[config.mk]
export PLATFORM = sky130hd
export DESIGN_NAME = wrcal_top
export DESIGN_NICKNAME = d
export VERILOG_FILES = /design/src/verilog/wrcal_pkg.sv /design/src/verilog/wrcal_fsm.sv /design/src/verilog/wrcal_pattern_gen.sv /design/src/verilog/wrcal_lane_check.sv /design/src/verilog/wrcal_offset_regs.sv /design/src/verilog/wrcal_top.sv
export SDC_FILE = /design/constraint.sdc
export NUM_CORES = 1
export LEC_CHECK = 0
export BUFFER_PORTS_ARGS = -buffer_cell sky130_fd_sc_hd__buf_2
export CAP_MARGIN = 20
export CORE_AREA = 3 3 481 483
export DETAILED_ROUTE_END_ITERATION = 16
export DIE_AREA = 0 0 484 486
export GPL_TIMING_DRIVEN = 0
export SYNTH_ARGS = -nofsm -noshare
export SYNTH_HDL_FRONTEND = slang
export SYNTH_SLANG_ARGS = --single-unit
[constraint.sdc]
create_clock -name sclk -period 4.9 [get_ports sclk]
set_input_delay 0.735 -clock sclk [delete_from_list [all_inputs] [get_ports sclk]]
set_output_delay 0.735 -clock sclk [all_outputs]
set_load 0.05 [all_outputs]
[src/verilog/wrcal_pkg.sv]
// write calibrator shared widths, default training word and sequencer states
package wrcal_pkg;

  // -------------------------------------------------------------------------
  // data path widths
  // -------------------------------------------------------------------------

  // one byte per lane per beat
  localparam int BYTE_W      = 8;
  localparam int BURST_BEATS = 8;
  localparam int WORD_W      = BYTE_W * BURST_BEATS;

  // per-lane write delay code
  localparam int OFFSET_W    = 3;
  localparam int LANE_IDX_W  = 4;
  localparam int APB_ADDR_W  = 16;
  localparam int PASS_CNT_W  = 8;

  // training word before rotation
  localparam logic [63:0] DEFAULT_PATTERN = 64'h6644_99FF_AACC_3355;

  // -------------------------------------------------------------------------
  // sequencer states
  // -------------------------------------------------------------------------

  typedef enum logic [3:0] {
    WAIT_CTRLR_READY = 4'd0,
    WR_WAIT_BUS      = 4'd1,
    WR_REQ           = 4'd2,
    WR_WAIT_DREQ     = 4'd3,
    WR_DATA          = 4'd4,
    SETTLE           = 4'd5,
    RD_WAIT_BUS      = 4'd6,
    RD_REQ           = 4'd7,
    RD_WAIT_VALID    = 4'd8,
    CHECK_BUS_IDLE   = 4'd9,
    CHECK            = 4'd10,
    ADD_OFFSET       = 4'd11,
    NEXT_LANE        = 4'd12,
    DONE             = 4'd13
  } wrcal_state_e;

endpackage

[src/verilog/wrcal_fsm.sv]
// calibration sequencer, steps each lane through write, settle, read and check
`timescale 1ns/1ps

module wrcal_fsm #(
  parameter int NUM_LANES     = 9,
  parameter int SETTLE_CYCLES = 16
) (
  input  logic                             sclk,
  input  logic                             reset_n,
  input  logic                             dfi_ctrlr_ready,
  input  logic                             cal_l_busy,
  input  logic                             cal_l_d_req,
  input  logic                             cal_l_r_valid,
  input  logic [wrcal_pkg::PASS_CNT_W-1:0] write_counter_value,
  input  logic                             lane_match,
  output logic                             cal_l_w_req,
  output logic                             cal_l_r_req,
  output logic                             select,
  output logic                             write_calibration_done,
  output logic [wrcal_pkg::PASS_CNT_W-1:0] pass_count,
  output logic [wrcal_pkg::LANE_IDX_W-1:0] cur_lane,
  output logic                             incr_offset
);
  import wrcal_pkg::*;

  localparam int                    SETTLE_W    = $clog2(SETTLE_CYCLES + 1);
  localparam logic [SETTLE_W-1:0]   SETTLE_LOAD = SETTLE_W'(SETTLE_CYCLES - 1);
  localparam logic [LANE_IDX_W-1:0] LAST_LANE   = LANE_IDX_W'(NUM_LANES - 1);

  wrcal_state_e        state_q;
  wrcal_state_e        state_d;
  logic [SETTLE_W-1:0] settle_cnt;

  // -------------------------------------------------------------------------
  // next state
  // -------------------------------------------------------------------------

  always_comb
  begin
    state_d = state_q;
    case (state_q)
      WAIT_CTRLR_READY:
        if (dfi_ctrlr_ready)
          state_d = WR_WAIT_BUS;
      WR_WAIT_BUS:
        if (!cal_l_busy)
          state_d = WR_REQ;
      // back off if the controller went busy again
      WR_REQ:
        state_d = cal_l_busy ? WR_WAIT_BUS : WR_WAIT_DREQ;
      WR_WAIT_DREQ:
        if (cal_l_d_req)
          state_d = WR_DATA;
      WR_DATA:
        state_d = SETTLE;
      SETTLE:
        if (settle_cnt == '0)
          state_d = RD_WAIT_BUS;
      RD_WAIT_BUS:
        if (!cal_l_busy)
          state_d = RD_REQ;
      RD_REQ:
        state_d = cal_l_busy ? RD_WAIT_BUS : RD_WAIT_VALID;
      RD_WAIT_VALID:
        if (cal_l_r_valid)
          state_d = CHECK_BUS_IDLE;
      CHECK_BUS_IDLE:
        if (!cal_l_busy)
          state_d = CHECK;
      CHECK:
      begin
        if (!lane_match)
          state_d = ADD_OFFSET;
        else if (pass_count == '0)
          state_d = NEXT_LANE;
        else
          state_d = WR_WAIT_BUS;
      end
      ADD_OFFSET:
        state_d = WR_WAIT_BUS;
      NEXT_LANE:
        state_d = (cur_lane == LAST_LANE) ? DONE : WR_WAIT_BUS;
      DONE:
        state_d = DONE;
      default:
        state_d = WAIT_CTRLR_READY;
    endcase
  end

  // -------------------------------------------------------------------------
  // state, counters and lane index
  // -------------------------------------------------------------------------

  always_ff @(posedge sclk or negedge reset_n)
  begin
    if (!reset_n)
    begin
      state_q    <= WAIT_CTRLR_READY;
      settle_cnt <= '0;
      pass_count <= '0;
      cur_lane   <= '0;
    end
    else
    begin
      state_q <= state_d;

      // settle window is SETTLE_CYCLES long
      if (state_q == WR_DATA)
        settle_cnt <= SETTLE_LOAD;
      else if (state_q == SETTLE && settle_cnt != '0)
        settle_cnt <= settle_cnt - 1'b1;

      // pass run restarts on start, on a mismatch and per lane
      if (state_q == WAIT_CTRLR_READY || state_q == ADD_OFFSET || state_q == NEXT_LANE)
        pass_count <= write_counter_value;
      else if (state_q == CHECK && lane_match && pass_count != '0)
        pass_count <= pass_count - 1'b1;

      if (state_q == NEXT_LANE && cur_lane != LAST_LANE)
        cur_lane <= cur_lane + 1'b1;
    end
  end

  // -------------------------------------------------------------------------
  // registered strobes to the controller and the offset bank
  // -------------------------------------------------------------------------

  always_ff @(posedge sclk or negedge reset_n)
  begin
    if (!reset_n)
    begin
      cal_l_w_req            <= 1'b0;
      cal_l_r_req            <= 1'b0;
      incr_offset            <= 1'b0;
      select                 <= 1'b0;
      write_calibration_done <= 1'b0;
    end
    else
    begin
      cal_l_w_req            <= (state_q == WR_REQ) && !cal_l_busy;
      cal_l_r_req            <= (state_q == RD_REQ) && !cal_l_busy;
      incr_offset            <= (state_q == CHECK) && !lane_match;
      select                 <= (state_d != WAIT_CTRLR_READY) && (state_d != DONE);
      write_calibration_done <= (state_d == DONE);
    end
  end

  // -------------------------------------------------------------------------
  // checks
  // -------------------------------------------------------------------------

  // write and read are issued one at a time
  a_req_exclusive: assert property (@(posedge sclk) disable iff (!reset_n)
    !(cal_l_w_req && cal_l_r_req));

  // controller was idle in the cycle a request was decided
  a_req_not_busy: assert property (@(posedge sclk) disable iff (!reset_n)
    (cal_l_w_req || cal_l_r_req) |-> !$past(cal_l_busy));

endmodule

[src/verilog/wrcal_pattern_gen.sv]
// training pattern source, rotates the word per pass and drives the write bus
`timescale 1ns/1ps

module wrcal_pattern_gen #(
  parameter int                           NUM_LANES   = 9,
  parameter logic [wrcal_pkg::WORD_W-1:0] CAL_PATTERN = wrcal_pkg::DEFAULT_PATTERN
) (
  input  logic                                  sclk,
  input  logic                                  reset_n,
  input  logic [wrcal_pkg::PASS_CNT_W-1:0]      pass_count,
  output logic [wrcal_pkg::WORD_W-1:0]          expected_word,
  output logic [NUM_LANES*wrcal_pkg::WORD_W-1:0] cal_l_datain
);
  import wrcal_pkg::*;

  localparam int ROT_W = $clog2(BURST_BEATS);

  logic [ROT_W-1:0]            rot_sel;
  logic [2*WORD_W-1:0]         rot_dbl;
  logic [NUM_LANES*WORD_W-1:0] datain_d;

  // -------------------------------------------------------------------------
  // byte rotation
  // -------------------------------------------------------------------------

  // rotation step wraps every burst
  assign rot_sel = pass_count[ROT_W-1:0];

  // doubled word, upper half holds the rotate-left result
  assign rot_dbl       = {CAL_PATTERN, CAL_PATTERN} << (rot_sel * BYTE_W);
  assign expected_word = rot_dbl[2*WORD_W-1 -: WORD_W];

  // -------------------------------------------------------------------------
  // bus layout
  // -------------------------------------------------------------------------

  // beat b carries byte b of the word on every lane
  always_comb
  begin
    for (int b = 0; b < BURST_BEATS; b++)
    begin
      for (int i = 0; i < NUM_LANES; i++)
      begin
        datain_d[(b*NUM_LANES + i)*BYTE_W +: BYTE_W] = expected_word[b*BYTE_W +: BYTE_W];
      end
    end
  end

  always_ff @(posedge sclk or negedge reset_n)
  begin
    if (!reset_n)
      cal_l_datain <= '0;
    else
      cal_l_datain <= datain_d;
  end

endmodule

[src/verilog/wrcal_lane_check.sv]
// readback checker, gathers the current lane from the read bus and compares it
`timescale 1ns/1ps

module wrcal_lane_check #(
  parameter int NUM_LANES = 9
) (
  input  logic                                   sclk,
  input  logic                                   reset_n,
  input  logic [NUM_LANES*wrcal_pkg::WORD_W-1:0] cal_l_dataout,
  input  logic                                   cal_l_r_valid,
  input  logic [wrcal_pkg::LANE_IDX_W-1:0]       cur_lane,
  input  logic [wrcal_pkg::WORD_W-1:0]           expected_word,
  output logic                                   lane_match
);
  import wrcal_pkg::*;

  localparam logic [LANE_IDX_W-1:0] LANE_LIMIT = LANE_IDX_W'(NUM_LANES);

  logic [WORD_W-1:0] lane_words [NUM_LANES];
  logic [WORD_W-1:0] sel_word;

  // -------------------------------------------------------------------------
  // per-lane word assembly
  // -------------------------------------------------------------------------

  // byte b of lane i sits at (b*NUM_LANES + i) bytes into the bus
  always_comb
  begin
    for (int i = 0; i < NUM_LANES; i++)
    begin
      for (int b = 0; b < BURST_BEATS; b++)
      begin
        lane_words[i][b*BYTE_W +: BYTE_W] = cal_l_dataout[(b*NUM_LANES + i)*BYTE_W +: BYTE_W];
      end
    end
  end

  // lane select, unused indexes give zero
  always_comb
  begin
    sel_word = '0;
    for (int i = 0; i < NUM_LANES; i++)
    begin
      if (cur_lane == LANE_IDX_W'(i))
        sel_word = lane_words[i];
    end
  end

  // -------------------------------------------------------------------------
  // match capture
  // -------------------------------------------------------------------------

  always_ff @(posedge sclk or negedge reset_n)
  begin
    if (!reset_n)
      lane_match <= 1'b0;
    else if (cal_l_r_valid)
      lane_match <= (sel_word == expected_word);
  end

  // sequencer never walks past the last lane
  a_lane_in_range: assert property (@(posedge sclk) disable iff (!reset_n)
    cur_lane < LANE_LIMIT);

endmodule

[src/verilog/wrcal_offset_regs.sv]
// write offset bank, one wrapping delay code per lane with byte readback
`timescale 1ns/1ps

module wrcal_offset_regs #(
  parameter int NUM_LANES = 9
) (
  input  logic                                     sclk,
  input  logic                                     reset_n,
  input  logic                                     incr_offset,
  input  logic [wrcal_pkg::LANE_IDX_W-1:0]         cur_lane,
  input  logic [wrcal_pkg::APB_ADDR_W-1:0]         apb_addr,
  output logic [NUM_LANES*wrcal_pkg::OFFSET_W-1:0] write_calibration_offset,
  output logic [7:0]                               wrcal_rddata
);
  import wrcal_pkg::*;

  logic [OFFSET_W-1:0]   offset_q [NUM_LANES];
  logic [LANE_IDX_W-1:0] rd_lane;
  logic [OFFSET_W-1:0]   rd_offset;

  // -------------------------------------------------------------------------
  // offset registers
  // -------------------------------------------------------------------------

  always_ff @(posedge sclk or negedge reset_n)
  begin
    if (!reset_n)
    begin
      for (int i = 0; i < NUM_LANES; i++)
        offset_q[i] <= '0;
    end
    else if (incr_offset)
    begin
      // 3-bit code wraps from 7 back to 0
      for (int i = 0; i < NUM_LANES; i++)
      begin
        if (cur_lane == LANE_IDX_W'(i))
          offset_q[i] <= offset_q[i] + 1'b1;
      end
    end
  end

  always_comb
  begin
    for (int i = 0; i < NUM_LANES; i++)
      write_calibration_offset[i*OFFSET_W +: OFFSET_W] = offset_q[i];
  end

  // -------------------------------------------------------------------------
  // register readback
  // -------------------------------------------------------------------------

  assign rd_lane = apb_addr[LANE_IDX_W-1:0];

  // addresses past the last lane fall back to lane 0
  always_comb
  begin
    rd_offset = offset_q[0];
    for (int i = 1; i < NUM_LANES; i++)
    begin
      if (rd_lane == LANE_IDX_W'(i))
        rd_offset = offset_q[i];
    end
  end

  assign wrcal_rddata = {{(8-OFFSET_W){1'b0}}, rd_offset};

endmodule

[src/verilog/wrcal_top.sv]
// write calibrator top level, joins sequencer, pattern source, checker and offsets
`timescale 1ns/1ps

module wrcal_top #(
  parameter int                               NUM_LANES     = 9,
  parameter logic [wrcal_pkg::WORD_W-1:0]     CAL_PATTERN   = wrcal_pkg::DEFAULT_PATTERN,
  parameter int                               SETTLE_CYCLES = 16
) (
  input  logic                                sclk,
  input  logic                                reset_n,
  input  logic                                dfi_ctrlr_ready,
  input  logic                                cal_l_busy,
  input  logic                                cal_l_d_req,
  input  logic                                cal_l_r_valid,
  input  logic [NUM_LANES*wrcal_pkg::WORD_W-1:0]   cal_l_dataout,
  input  logic [wrcal_pkg::APB_ADDR_W-1:0]    apb_addr,
  input  logic [wrcal_pkg::PASS_CNT_W-1:0]    write_counter_value,
  output logic                                cal_l_w_req,
  output logic                                cal_l_r_req,
  output logic [NUM_LANES*wrcal_pkg::WORD_W-1:0]   cal_l_datain,
  output logic [NUM_LANES*wrcal_pkg::OFFSET_W-1:0] write_calibration_offset,
  output logic                                select,
  output logic                                write_calibration_done,
  output logic [7:0]                          wrcal_rddata
);
  import wrcal_pkg::*;

  logic [PASS_CNT_W-1:0] pass_count;
  logic [LANE_IDX_W-1:0] cur_lane;
  logic                  incr_offset;
  logic [WORD_W-1:0]     expected_word;
  logic                  lane_match;

  // -------------------------------------------------------------------------
  // sequencer
  // -------------------------------------------------------------------------

  wrcal_fsm #(
    .NUM_LANES              (NUM_LANES),
    .SETTLE_CYCLES          (SETTLE_CYCLES)
  ) i_fsm (
    .sclk                   (sclk),
    .reset_n                (reset_n),
    .dfi_ctrlr_ready        (dfi_ctrlr_ready),
    .cal_l_busy             (cal_l_busy),
    .cal_l_d_req            (cal_l_d_req),
    .cal_l_r_valid          (cal_l_r_valid),
    .write_counter_value    (write_counter_value),
    .lane_match             (lane_match),
    .cal_l_w_req            (cal_l_w_req),
    .cal_l_r_req            (cal_l_r_req),
    .select                 (select),
    .write_calibration_done (write_calibration_done),
    .pass_count             (pass_count),
    .cur_lane               (cur_lane),
    .incr_offset            (incr_offset)
  );

  // -------------------------------------------------------------------------
  // data path
  // -------------------------------------------------------------------------

  wrcal_pattern_gen #(
    .NUM_LANES     (NUM_LANES),
    .CAL_PATTERN   (CAL_PATTERN)
  ) i_pattern_gen (
    .sclk          (sclk),
    .reset_n       (reset_n),
    .pass_count    (pass_count),
    .expected_word (expected_word),
    .cal_l_datain  (cal_l_datain)
  );

  wrcal_lane_check #(
    .NUM_LANES     (NUM_LANES)
  ) i_lane_check (
    .sclk          (sclk),
    .reset_n       (reset_n),
    .cal_l_dataout (cal_l_dataout),
    .cal_l_r_valid (cal_l_r_valid),
    .cur_lane      (cur_lane),
    .expected_word (expected_word),
    .lane_match    (lane_match)
  );

  wrcal_offset_regs #(
    .NUM_LANES                (NUM_LANES)
  ) i_offset_regs (
    .sclk                     (sclk),
    .reset_n                  (reset_n),
    .incr_offset              (incr_offset),
    .cur_lane                 (cur_lane),
    .apb_addr                 (apb_addr),
    .write_calibration_offset (write_calibration_offset),
    .wrcal_rddata             (wrcal_rddata)
  );

endmodule

== Word level (Yosys, flattened, before mapping) ==
Index checks and enable logic that the tools add are counted.

* Add/subtract/negate cells: 12
* Equal/unequal tests: 33
* Shift operators: 1
* Mux-type cells: 34
* Reductions and logical operators: 30

{| class="wikitable"
|+ Operators with widths
! kind !! count
|-
| 2-to-1 mux 64 bit || 9
|-
| left shift 127 x 6 -> 128 bit (first input constant) || 1
|-
| equality test 64 bit || 1
|-
| one-hot mux 4 bit (14 select lines) || 1
|-
| equality test 4 x 3 -> 1 bit (second input constant) || 12
|-
| 2-to-1 mux 4 bit || 11
|-
| equality test 4 bit (second input constant) || 9
|-
| adder 3 x 1 -> 3 bit (second input constant) || 9
|-
| equality test 4 x 2 -> 1 bit (second input constant) || 6
|-
| 2-to-1 mux 3 bit || 8
|-
| AND reduction 2 bit || 9
|-
| 2-to-1 mux 8 bit || 2
|-
| equality test 4 x 1 -> 1 bit (second input constant) || 3
|-
| 2-to-1 mux 5 bit || 2
|-
| logical AND 1 bit || 8
|-
| logical NOT 4 bit || 2
|-
| logical NOT 8 bit || 1
|-
| != test 4 bit (second input constant) || 2
|-
| nonzero test 8 bit || 1
|-
| subtractor 8 x 1 -> 8 bit (second input constant) || 1
|-
| logical NOT 5 bit || 1
|-
| nonzero test 5 bit || 1
|-
| subtractor 5 x 1 -> 5 bit (second input constant) || 1
|-
| adder 4 x 1 -> 4 bit (second input constant) || 1
|-
| 5 further kinds || 8
|}

* Bits in registers: 630
* Logic and storage cells: 130

== Depth between registers and ports, before layout ==
Gate-level depths: netlist of run 1.

* Depth in word-level cells: 11
* Depth in mapped cells: 16
* Mapped depth without buffers: 12

== Hierarchy ==
Synthesis of run 1 repeated with hierarchy kept, for this count alone.

* Cell total of the unflattened synthesis: 1843
* Area, all modules: 15073.2 um2

{| class="wikitable"
|+ By module, submodules not included
! module !! times used !! cells an instance !! area an instance (um2) !! sequential area each (um2)
|-
| wrcal_lane_check || 1 || 867 || 6433.7 || 25.0
|-
| wrcal_pattern_gen || 1 || 667 || 5476.5 || 700.7
|-
| wrcal_offset_regs || 1 || 149 || 1670.4 || 675.6
|-
| wrcal_fsm || 1 || 160 || 1492.7 || 650.6
|}

== Worst setup path before layout of run 1 ==
Ideal clock, no wire load.

* Path kind: reg2reg
* Start: register i_fsm.pass_count[2] (netlist bit)
* End: register i_lane_check.lane_match
* Library setup time: 80 ps
* Arrival: 3232 ps
* Data required time: 4820 ps
* Slack: 1587 ps
* Stages on the path, launching flop included: 12
* Clock period less this slack: 3313 ps
* Cells stage by stage: dfrtp_1 -> clkbuf_1 -> buf_2 -> inv_1 -> clkbuf_1 -> ha_1 -> inv_1 -> xnor2_1 -> or4_1 -> or4_1 -> or4b_1 -> o22ai_2

* Longest elaborated chain between the ends: 2

{| class="wikitable"
|+ RTL lines
! what !! line !! text
|-
| start, declared || wrcal_fsm.sv:20 || <nowiki>output logic [wrcal_pkg::PASS_CNT_W-1:0] pass_count,</nowiki>
|-
| start signal, assigned || wrcal_fsm.sv:115 || <nowiki>pass_count <= write_counter_value;</nowiki>
|-
| start signal, assigned || wrcal_fsm.sv:117 || <nowiki>pass_count <= pass_count - 1'b1;</nowiki>
|-
| left shift 127 x 6 -> 128 bit || wrcal_pattern_gen.sv:30 || <nowiki>assign rot_dbl = {CAL_PATTERN, CAL_PATTERN} << (rot_sel * BYTE_W);</nowiki>
|-
| via expected_word[43] || wrcal_top.sv:31 || <nowiki>logic [WORD_W-1:0] expected_word;</nowiki>
|-
| equality test 64 bit || wrcal_lane_check.sv:58 || <nowiki>lane_match <= (sel_word == expected_word);</nowiki>
|-
| end signal, assigned || wrcal_lane_check.sv:58 ||
|-
| end, declared || wrcal_lane_check.sv:13 || <nowiki>output logic lane_match</nowiki>
|}

The timed path passes the listed nets, and every way through them passes these cells.
A chain may end at the register's enable or synchronous reset.

== Worst setup path in the final report of run 1 ==
* Start: register i_fsm.cur_lane[1] (netlist bit)
* End: register i_lane_check.lane_match

* Longest elaborated chain between the ends: 11
* Elaborated cells between the ends (all ways): 19

{| class="wikitable"
|+ RTL lines
! what !! line !! text
|-
| start, declared || wrcal_fsm.sv:21 || <nowiki>output logic [wrcal_pkg::LANE_IDX_W-1:0] cur_lane,</nowiki>
|-
| start signal, assigned || wrcal_fsm.sv:120 || <nowiki>cur_lane <= cur_lane + 1'b1;</nowiki>
|-
| logical NOT 4 bit || wrcal_lane_check.sv:44 || <nowiki>if (cur_lane == LANE_IDX_W'(i))</nowiki>
|-
| 2-to-1 mux 64 bit (8 in a row) || wrcal_lane_check.sv:44 ||
|-
| 2-to-1 mux 64 bit (*) || wrcal_lane_check.sv:44 ||
|-
| equality test 64 bit (*) || wrcal_lane_check.sv:58 ||
|}

Mark *: on every way between the ends. The rest lies on a longest branch, timed or not.

==> results of run 1 <==
[state kept, by name (all words and copies together) (netlist names)]
name,cells
i_fsm.cal_l_w_req,1
i_pattern_gen.cal_l_datain,28
i_fsm.incr_offset,1
i_fsm.select,1
i_fsm.state_q,4
i_fsm.cal_l_r_req,1
i_fsm.settle_cnt,5
i_lane_check.lane_match,1
i_fsm.write_calibration_done,1
i_fsm.pass_count,8
i_fsm.cur_lane,4
i_offset_regs.write_calibration_offset,27
[cell families (layout without fill, tap and decap cells)]
logic type	Yosys count	in the layout	synth area share, %
AO/OA/AOI/OAI	649	649	29.43
flip-flops	82	82	13.64
multiplexers	34	34	2.611
XOR/XNOR	46	46	2.678
other	1	129	0.02492
adder cells (fa/ha/maj)	20	20	1.663
buffers and inverters	753	1999	33.53
AND/OR/NAND/NOR	473	473	16.42
[cell usage in the layout, fill, tap and decap left out, drive strengths merged, types with 9 or more instances in the layout]
master   netlist  layout
o2bb2ai       10      10
nor4          10      10
or3           15      15
or4           11      11
o221ai        17      17
a21oi        164     164
a31oi         13      13
a211oi        23      23
o21ai        115     115
clkbuf        52      66
buf          652    1872
a221oi        65      65
nand2        122     122
a221o         16      16
o22a          11      11
o22ai         56      56
ha            20      20
xor2           9       9
o21a          12      12
nand3b        32      32
dfrtp         82      82
a2111oi       10      10
nand4         12      12
nor2          99      99
o211ai        18      18
a22oi         26      26
mux2i         19      19
nand3         28      28
inv           48      50
nor3b         16      16
and3          12      12
mux2          12      12
nor2b         35      35
diode          0     124
nor3          28      28
xnor2         37      37
nand2b        31      31
[Yosys cell counts, types with 8 or more instances]
cell type	instances	area (um2)
a2111oi_0	10	87.58
a211o_1	8	70.07
a211oi_1	23	172.7
a21oi_1	163	815.8
a221o_1	16	160.2
a221oi_1	63	551.8
a22oi_1	26	195.2
a31oi_1	13	81.33
and3_1	12	75.07
buf_1	16	60.06
buf_2	72	360.4
buf_4	561	4212
clkbuf_1	52	195.2
dfrtp_1	82	2052
ha_1	20	250.2
inv_1	45	168.9
mux2_2	12	135.1
mux2i_1	19	190.2
nand2_1	122	457.9
nand2b_1	31	193.9
nand3_1	28	140.1
nand3b_1	30	225.2
nand4_1	12	75.07
nor2_1	98	367.9
nor2b_1	34	212.7
nor3_1	28	140.1
nor3b_1	15	112.6
nor4_1	10	62.56
o211ai_1	18	135.1
o21a_1	12	90.09
o21ai_0	107	535.5
o21ai_1	8	40.04
o221ai_1	17	148.9
o22a_1	11	96.34
o22ai_1	55	344.1
o2bb2ai_1	10	87.58
or3_1	15	93.84
or4_1	11	82.58
xnor2_1	37	324.1
xor2_1	9	78.83
[power breakdown]
| part | leakage, uW | internal (uW) | switching, uW | total [uW] |
|---|---|---|---|---|
| sequential | 0.00102 | 866 | 845 | 1710 |
| clock | 0.000164 | 457 | 416 | 873 |
| combinational | 0.0110 | 6970 | 16500 | 23400 |
| total | 0.0122 | 8300 | 17700 | 26000 |
[layout make-up]
cell class              instances  area [um2]  share of cell area, %
plain buffers                 702        4967                  18.87
well taps                    3009        3765                  14.31
diodes                        124       310.3                  1.179
clock inverters                 7       107.6                 0.4089
repair buffers               1232        6528                  24.80
clock buffers                   9       225.2                 0.8558
flip-flops and latches         82        2053                  7.802
inverters                      49       188.9                 0.7179
multi-input cells            1227        8173                  31.05
[final timing paths]
kind,start,endpoint,slack (ns)
min in group sclk,i_offset_regs.write_calibration_offset[26],i_offset_regs.write_calibration_offset[26],0.52
max,i_fsm.cur_lane[1],i_lane_check.lane_match,-0.13
min,reset_n,i_offset_regs.write_calibration_offset[15],0.19
min reg2reg,i_offset_regs.write_calibration_offset[26],i_offset_regs.write_calibration_offset[26],0.52
max in group asynchronous,reset_n,i_pattern_gen.cal_l_datain[214],3.96
max reg2reg,i_fsm.cur_lane[1],i_lane_check.lane_match,-0.13
[per-layer routing]
| metal | GRT usage, % | up-vias | routed length, um |
|---|---|---|---|
| met1 | 19.59 | 10410 | 80120 |
| met4 | 8.084 | 100 | 15650 |
| li1 | - | 9560 | - |
| met2 | 26.84 | 2313 | 88380 |
| met3 | 8.554 | 912 | 27650 |
| met5 | 0.02041 | - | 676 |
[stage by stage]
| stage | power [uW] | setup TNS, ns |
|---|---|---|
| 3_5_place_dp | 24740 | -1.008 |
| 5_1_grt | 26860 | -0.008220 |
| 4_1_cts | 25870 | 0 |
| 6_report | 26010 | -0.1253 |
| 3_3_place_gp | 24530 | -2.258 |
| 2_1_floorplan | 17480 | 0 |
[repair_timing]
action	in CTS	in global routing
setup buffers	1	3
resized for setup	65	29
pin swaps	1	0
setup endpoints to repair	1	1
==> flow_metrics.py, run 1 <==
metrics = {
    "global_route": {
        "grt_pass1_vias": 20690,
        "grt_pass1_wl_um": 257300,
        "grt_max_degree": 55,
        "antenna_found_initial": 325,
        "grt.total_usage_pct": 17.22,
        "grt_overflow": 0,
    },
    "synthesis": {
        "yosys_register_bits": 82,
        "synth_cell_type_count": 86,
        "synth_edf_count": 0,
        "syn_avg_cell_area_um2": 7.311,
        "syn_inst": 2058,
        "yosys_warnings": 0,
        "synthArstFlopShare_pct": 100.0,
        "synth-main-ff-cell": "dfrtp_1",
        "syn_area_mm2": 0.01505,
        "ys_seq_area_share_pct": 13.64,
    },
    "timing": {
        "fmax_ghz": 0.1990,
        "fin_crit_ns": 5.025,
        "finClkSkew_ns": 0.01851,
        "slew_headroom_pct": 15.22,
        "whs_ns": 0.1895,
        "period_share_pct": 102.6,
        "setup_viol": 1,
        "fin_ws_ns": -0.1253,
        "drv_slew": 0,
        "worstMarginPinSlew_ns": 1.272,
        "hold_violations": 0,
    },
    "drt": {
        "num_vias": 23290,
        "drt-pass1-iter-count": 6,
        "drc_errors": 0,
        "viasPerCell": 3.616,
        "ant_nets": 0,
        "route.detailed.wl_per_inst_um": 32.99,
        "wirelength_um": 212500,
        "drtIter0Drc": 2397,
    },
    "setup_path": {
        "worstPathRequired_ns": 5.19,
        "endpoint_kind": "register",
        "path_cells": "inv_1 > ha_1 > buf_4 > buf_2 > buf_2 > a21oi_1 > a221oi_1 > o22ai_1 > o2bb2ai_1 > mux2i_1 > nand2_1 > a2111o_1 > or4_1 > o22ai_4",
        "crit_type": "reg2reg",
        "path_depth": 14,
        "worst-path-buf-inv": 4,
        "cpMaxStageDelayCell": "a221oi_1",
        "rr_worst_depth": 14,
        "cp_common_cell": "buf_2",
        "critPathLaunchType": "register",
        "slowest_delay_ns": 0.76,
        "path_delay_family": "compound AO/OA/AOI/OAI gates",
        "path_max_fanout": 10,
        "critPathArrivalTime_ns": 5.32,
    },
    "die": {
        "start_util_pct": 6.620,
        "die_area_mm2": 0.2352,
        "core-area_mm2": 0.2273,
        "core.rowCount": 175,
        "die_h_um": 486,
        "dieWidth_um": 484,
        "io_pins": 1221,
    },
    "placed_design": {
        "dpl_cell_area_mm2": 0.02532,
        "place.gp.congestion": 1.071,
        "io_buffers": 1201,
        "dpl.hpwl_um": 187300,
        "placedCellCount": 6298,
        "dp_slack_ns": -1.008,
    },
    "clocking": {
        "hold_buffers": 0,
        "cts_made_buffers": 9,
        "clock-root-buffer": "clkbuf_16",
        "clk-insertion-delay-late_ns": 0.42,
        "path_clk_slew_ns": 0.08,
        "cts_tree": "built",
        "cts_sinks": 82,
        "clockBufferDepth": 2,
        "htree_num_levels": 3,
    },
    "pwr": {
        "p_leak_uw": 0.01216,
        "vdd_drop_max_v": 0.0005640,
        "p_per_area_mw_per_mm2": 988.3,
    },
    "finish": {
        "drive_gt1_share_pct": 59.89,
        "stdcell_count": 6441,
        "synthToLayoutAreaGrowth_pct": 74.92,
        "fin_util_pct": 11.58,
        "finalNetCount": 3929,
        "fin_area_mm2": 0.02632,
        "nFillCells": 26720,
    },
    "outcome": {
        "violations": "setup timing",
        "outcome": "finished with violations",
    },
    "hold_path": {
        "hold_class": "in2async",
    },
    "job": {
        "drv_cap": 0,
    },
}
No activity file was read; power rests on OpenSTA's default activity.
==> inputs of run 2 (changes only) <==
--- a/config.mk
+++ b/config.mk
@@ -7,10 +7,12 @@
 export LEC_CHECK = 0
 export BUFFER_PORTS_ARGS = -buffer_cell sky130_fd_sc_hd__buf_2
 export CAP_MARGIN = 20
-export CORE_AREA = 3 3 481 483
+export CORE_AREA = 3 3 469 471
 export DETAILED_ROUTE_END_ITERATION = 16
-export DIE_AREA = 0 0 484 486
+export DIE_AREA = 0 0 472 474
 export GPL_TIMING_DRIVEN = 0
+export MAX_ROUTING_LAYER = met4
+export SKIP_LAST_GASP = 1
 export SYNTH_ARGS = -nofsm -noshare
 export SYNTH_HDL_FRONTEND = slang
 export SYNTH_SLANG_ARGS = --single-unit
==> constraint.sdc (replaced) <==
create_clock -name sclk -period 5.4 [get_ports sclk]
set_input_delay 0.81 -clock sclk [delete_from_list [all_inputs] [get_ports sclk]]
set_output_delay 0.81 -clock sclk [all_outputs]
set_load 0.05 [all_outputs]
==> run 2 against run 1 <==
Effect of this change:
- the run still ends with setup timing left
- non-clock buffer count is 9 lower
- global-route usage is 0.84 points higher
- combinational power shrank 9.4%
- sequential cell count is the same
- worst setup slack better by 0.080 ns
- design area fell by 1.5%
- die area decreased by 4.9%
- count of clock-buffer cells in the layout did not move
- sequential share of layout area grew 0.12 points
- register-to-register slack gained 0.08 ns
- largest cell class unchanged
==> flow_metrics.py, run 2 (same netlist as run 1, synthesis figures left out) <==
metrics = {
    "outcome": {
        "outcome": "finished with violations",
        "violations": "setup timing",
    },
    "finish": {
        "multiInputGateArea_mm2": 0.008046,
        "layout_common_cells": "buf_2, buf_4, a21oi_1",
        "nFillCells": 25450,
        "seq_area_mm2": 0.002053,
        "largest_register_ffs": 28,
        "drive_gt1_share_pct": 58.87,
        "final_common_cell": "buf_2",
        "finalNetCount": 3920,
        "largest_register": "i_pattern_gen.cal_l_datain",
        "stdcell_count": 6330,
        "synthToLayoutAreaGrowth_pct": 72.22,
    },
    "setup_path": {
        "path_max_fanout": 10,
        "worstPathRequired_ns": 5.69,
        "critPathArrivalTime_ns": 5.74,
        "slowest_delay_ns": 0.80,
        "path_cells": "ha_1 > buf_6 > buf_2 > buf_2 > buf_2 > buf_2 > clkdlybuf4s15_1 > nor4_1 > o211ai_1 > o2111ai_1 > nor4_1 > nand4_1 > or4b_1 > o22ai_2",
        "endpoint_kind": "register",
        "cpMaxStageDelayCell": "clkdlybuf4s15_1",
        "path_delay_family": "buffers and inverters",
        "worst-path-buf-inv": 6,
        "critPathLaunchType": "register",
        "cp_common_cell": "buf_2",
        "crit_type": "reg2reg",
    },
    "timing": {
        "slew_headroom_pct": 16.37,
        "fmax_ghz": 0.1836,
        "setup_viol": 1,
        "whs_ns": 0.2577,
        "period_share_pct": 100.8,
        "finClkSkew_ns": 0.02000,
        "tns_ns": -0.04539,
        "drv_slew": 0,
        "worstMarginPinSlew_ns": 1.254,
        "hold_violations": 0,
        "fin_ws_ns": -0.04539,
        "fin_crit_ns": 5.445,
    },
    "clocking": {
        "path_clk_slew_ns": 0.09,
        "clockBufferDepth": 2,
        "cts_tree": "built",
        "hold_buffers": 0,
        "clk-insertion-delay-late_ns": 0.43,
        "htree_num_levels": 3,
        "clock-root-buffer": "clkbuf_16",
        "ctsResizeCount": 13,
        "cts_setup_buffers": 0,
        "cts_sinks": 82,
        "cts_made_buffers": 9,
    },
    "pwr": {
        "p_per_area_mw_per_mm2": 907.4,
        "total_power_uw": 23510,
        "vdd_drop_max_v": 0.0004848,
        "p_leak_uw": 0.01203,
    },
    "die": {
        "core.rowCount": 171,
        "core-area_mm2": 0.2165,
        "start_util_pct": 6.949,
        "dieWidth_um": 472,
        "io_pins": 1221,
        "die_h_um": 474,
        "die_area_mm2": 0.2237,
    },
    "placed_design": {
        "dp_slack_ns": -0.4295,
        "place.gp.congestion": 1.029,
        "placedCellCount": 6140,
        "dpl.hpwl_um": 182600,
        "io_buffers": 1201,
    },
    "drt": {
        "drc_errors": 0,
        "drtIter0Drc": 2357,
        "num_vias": 22770,
        "route.detailed.wl_per_inst_um": 32.68,
        "ant_nets": 0,
        "drt-pass1-iter-count": 6,
        "wirelength_um": 206900,
        "viasPerCell": 3.598,
    },
    "job": {
        "drv_cap": 0,
    },
    "global_route": {
        "grt_pass1_vias": 19710,
        "grt_pass1_wl_um": 247500,
        "antenna_found_initial": 257,
        "grt_overflow": 0,
        "grt.total_usage_pct": 18.07,
        "grt_max_degree": 55,
    },
    "hold_path": {
        "hold_class": "in2async",
    },
}
==> run 2: layout make-up <==
type / count / area share, %
diodes: 177 / 1.709
plain buffers: 699 / 18.83
clock buffers: 9 / 0.8691
clock inverters: 7 / 0.3283
inverters: 49 / 0.7243
multi-input cells: 1227 / 31.05
flip-flops and latches: 82 / 7.924
well taps: 2854 / 13.78
repair buffers: 1226 / 24.79
==> run 2: worst paths after layout <==
path                                                                 start  slack (ns)                                          to  cells past startpoint
max in group asynchronous                                          reset_n        4.38             i_pattern_gen.cal_l_datain[358]                      2
worst max register to register                           i_fsm.cur_lane[0]       -0.05                     i_lane_check.lane_match                     14
worst min register to register  i_offset_regs.write_calibration_offset[14]        0.52  i_offset_regs.write_calibration_offset[14]                      1
min in group sclk               i_offset_regs.write_calibration_offset[14]        0.52  i_offset_regs.write_calibration_offset[14]                      1
worst min-delay path                                               reset_n        0.26                           i_fsm.incr_offset                      1
worst max-delay path                                     i_fsm.cur_lane[0]       -0.05                     i_lane_check.lane_match                     14
==> run 2: stage by stage <==
step	utilization, %	instance area (um2)
after floorplan	-	15060
after global placement	11.38	24640
after detailed placement	11.58	25060
after CTS	11.73	25400
after global routing	11.95	25860
final	11.97	25910
==> run 2: power by group <==
| part | internal [uW] | total (uW) | switching [uW] |
|---|---|---|---|
| logic | 6200 | 21200 | 15000 |
| clock network | 368 | 762 | 394 |
| registers | 786 | 1560 | 772 |
==> run 2: routing by layer <==
metal  GRT usage (%)  routed length (um)  up-vias
met5               -                   0        -
met4           10.32               15940        0
met3           7.983               25430      694
met2           27.26               88790     2159
met1           19.74               76730    10340
li1                -                   -     9583
==> run 2: worst register-to-register path: cells and delay by family, from the launching register on <==
family / cells / cell delay, ns
AO/OA/AOI/OAI: 3 / 0.91
adder cells (fa/ha/maj): 1 / 0.19
buffers and inverters: 6 / 2.42
flip-flops: 1 / 0.45
AND/OR/NAND/NOR: 4 / 1.32
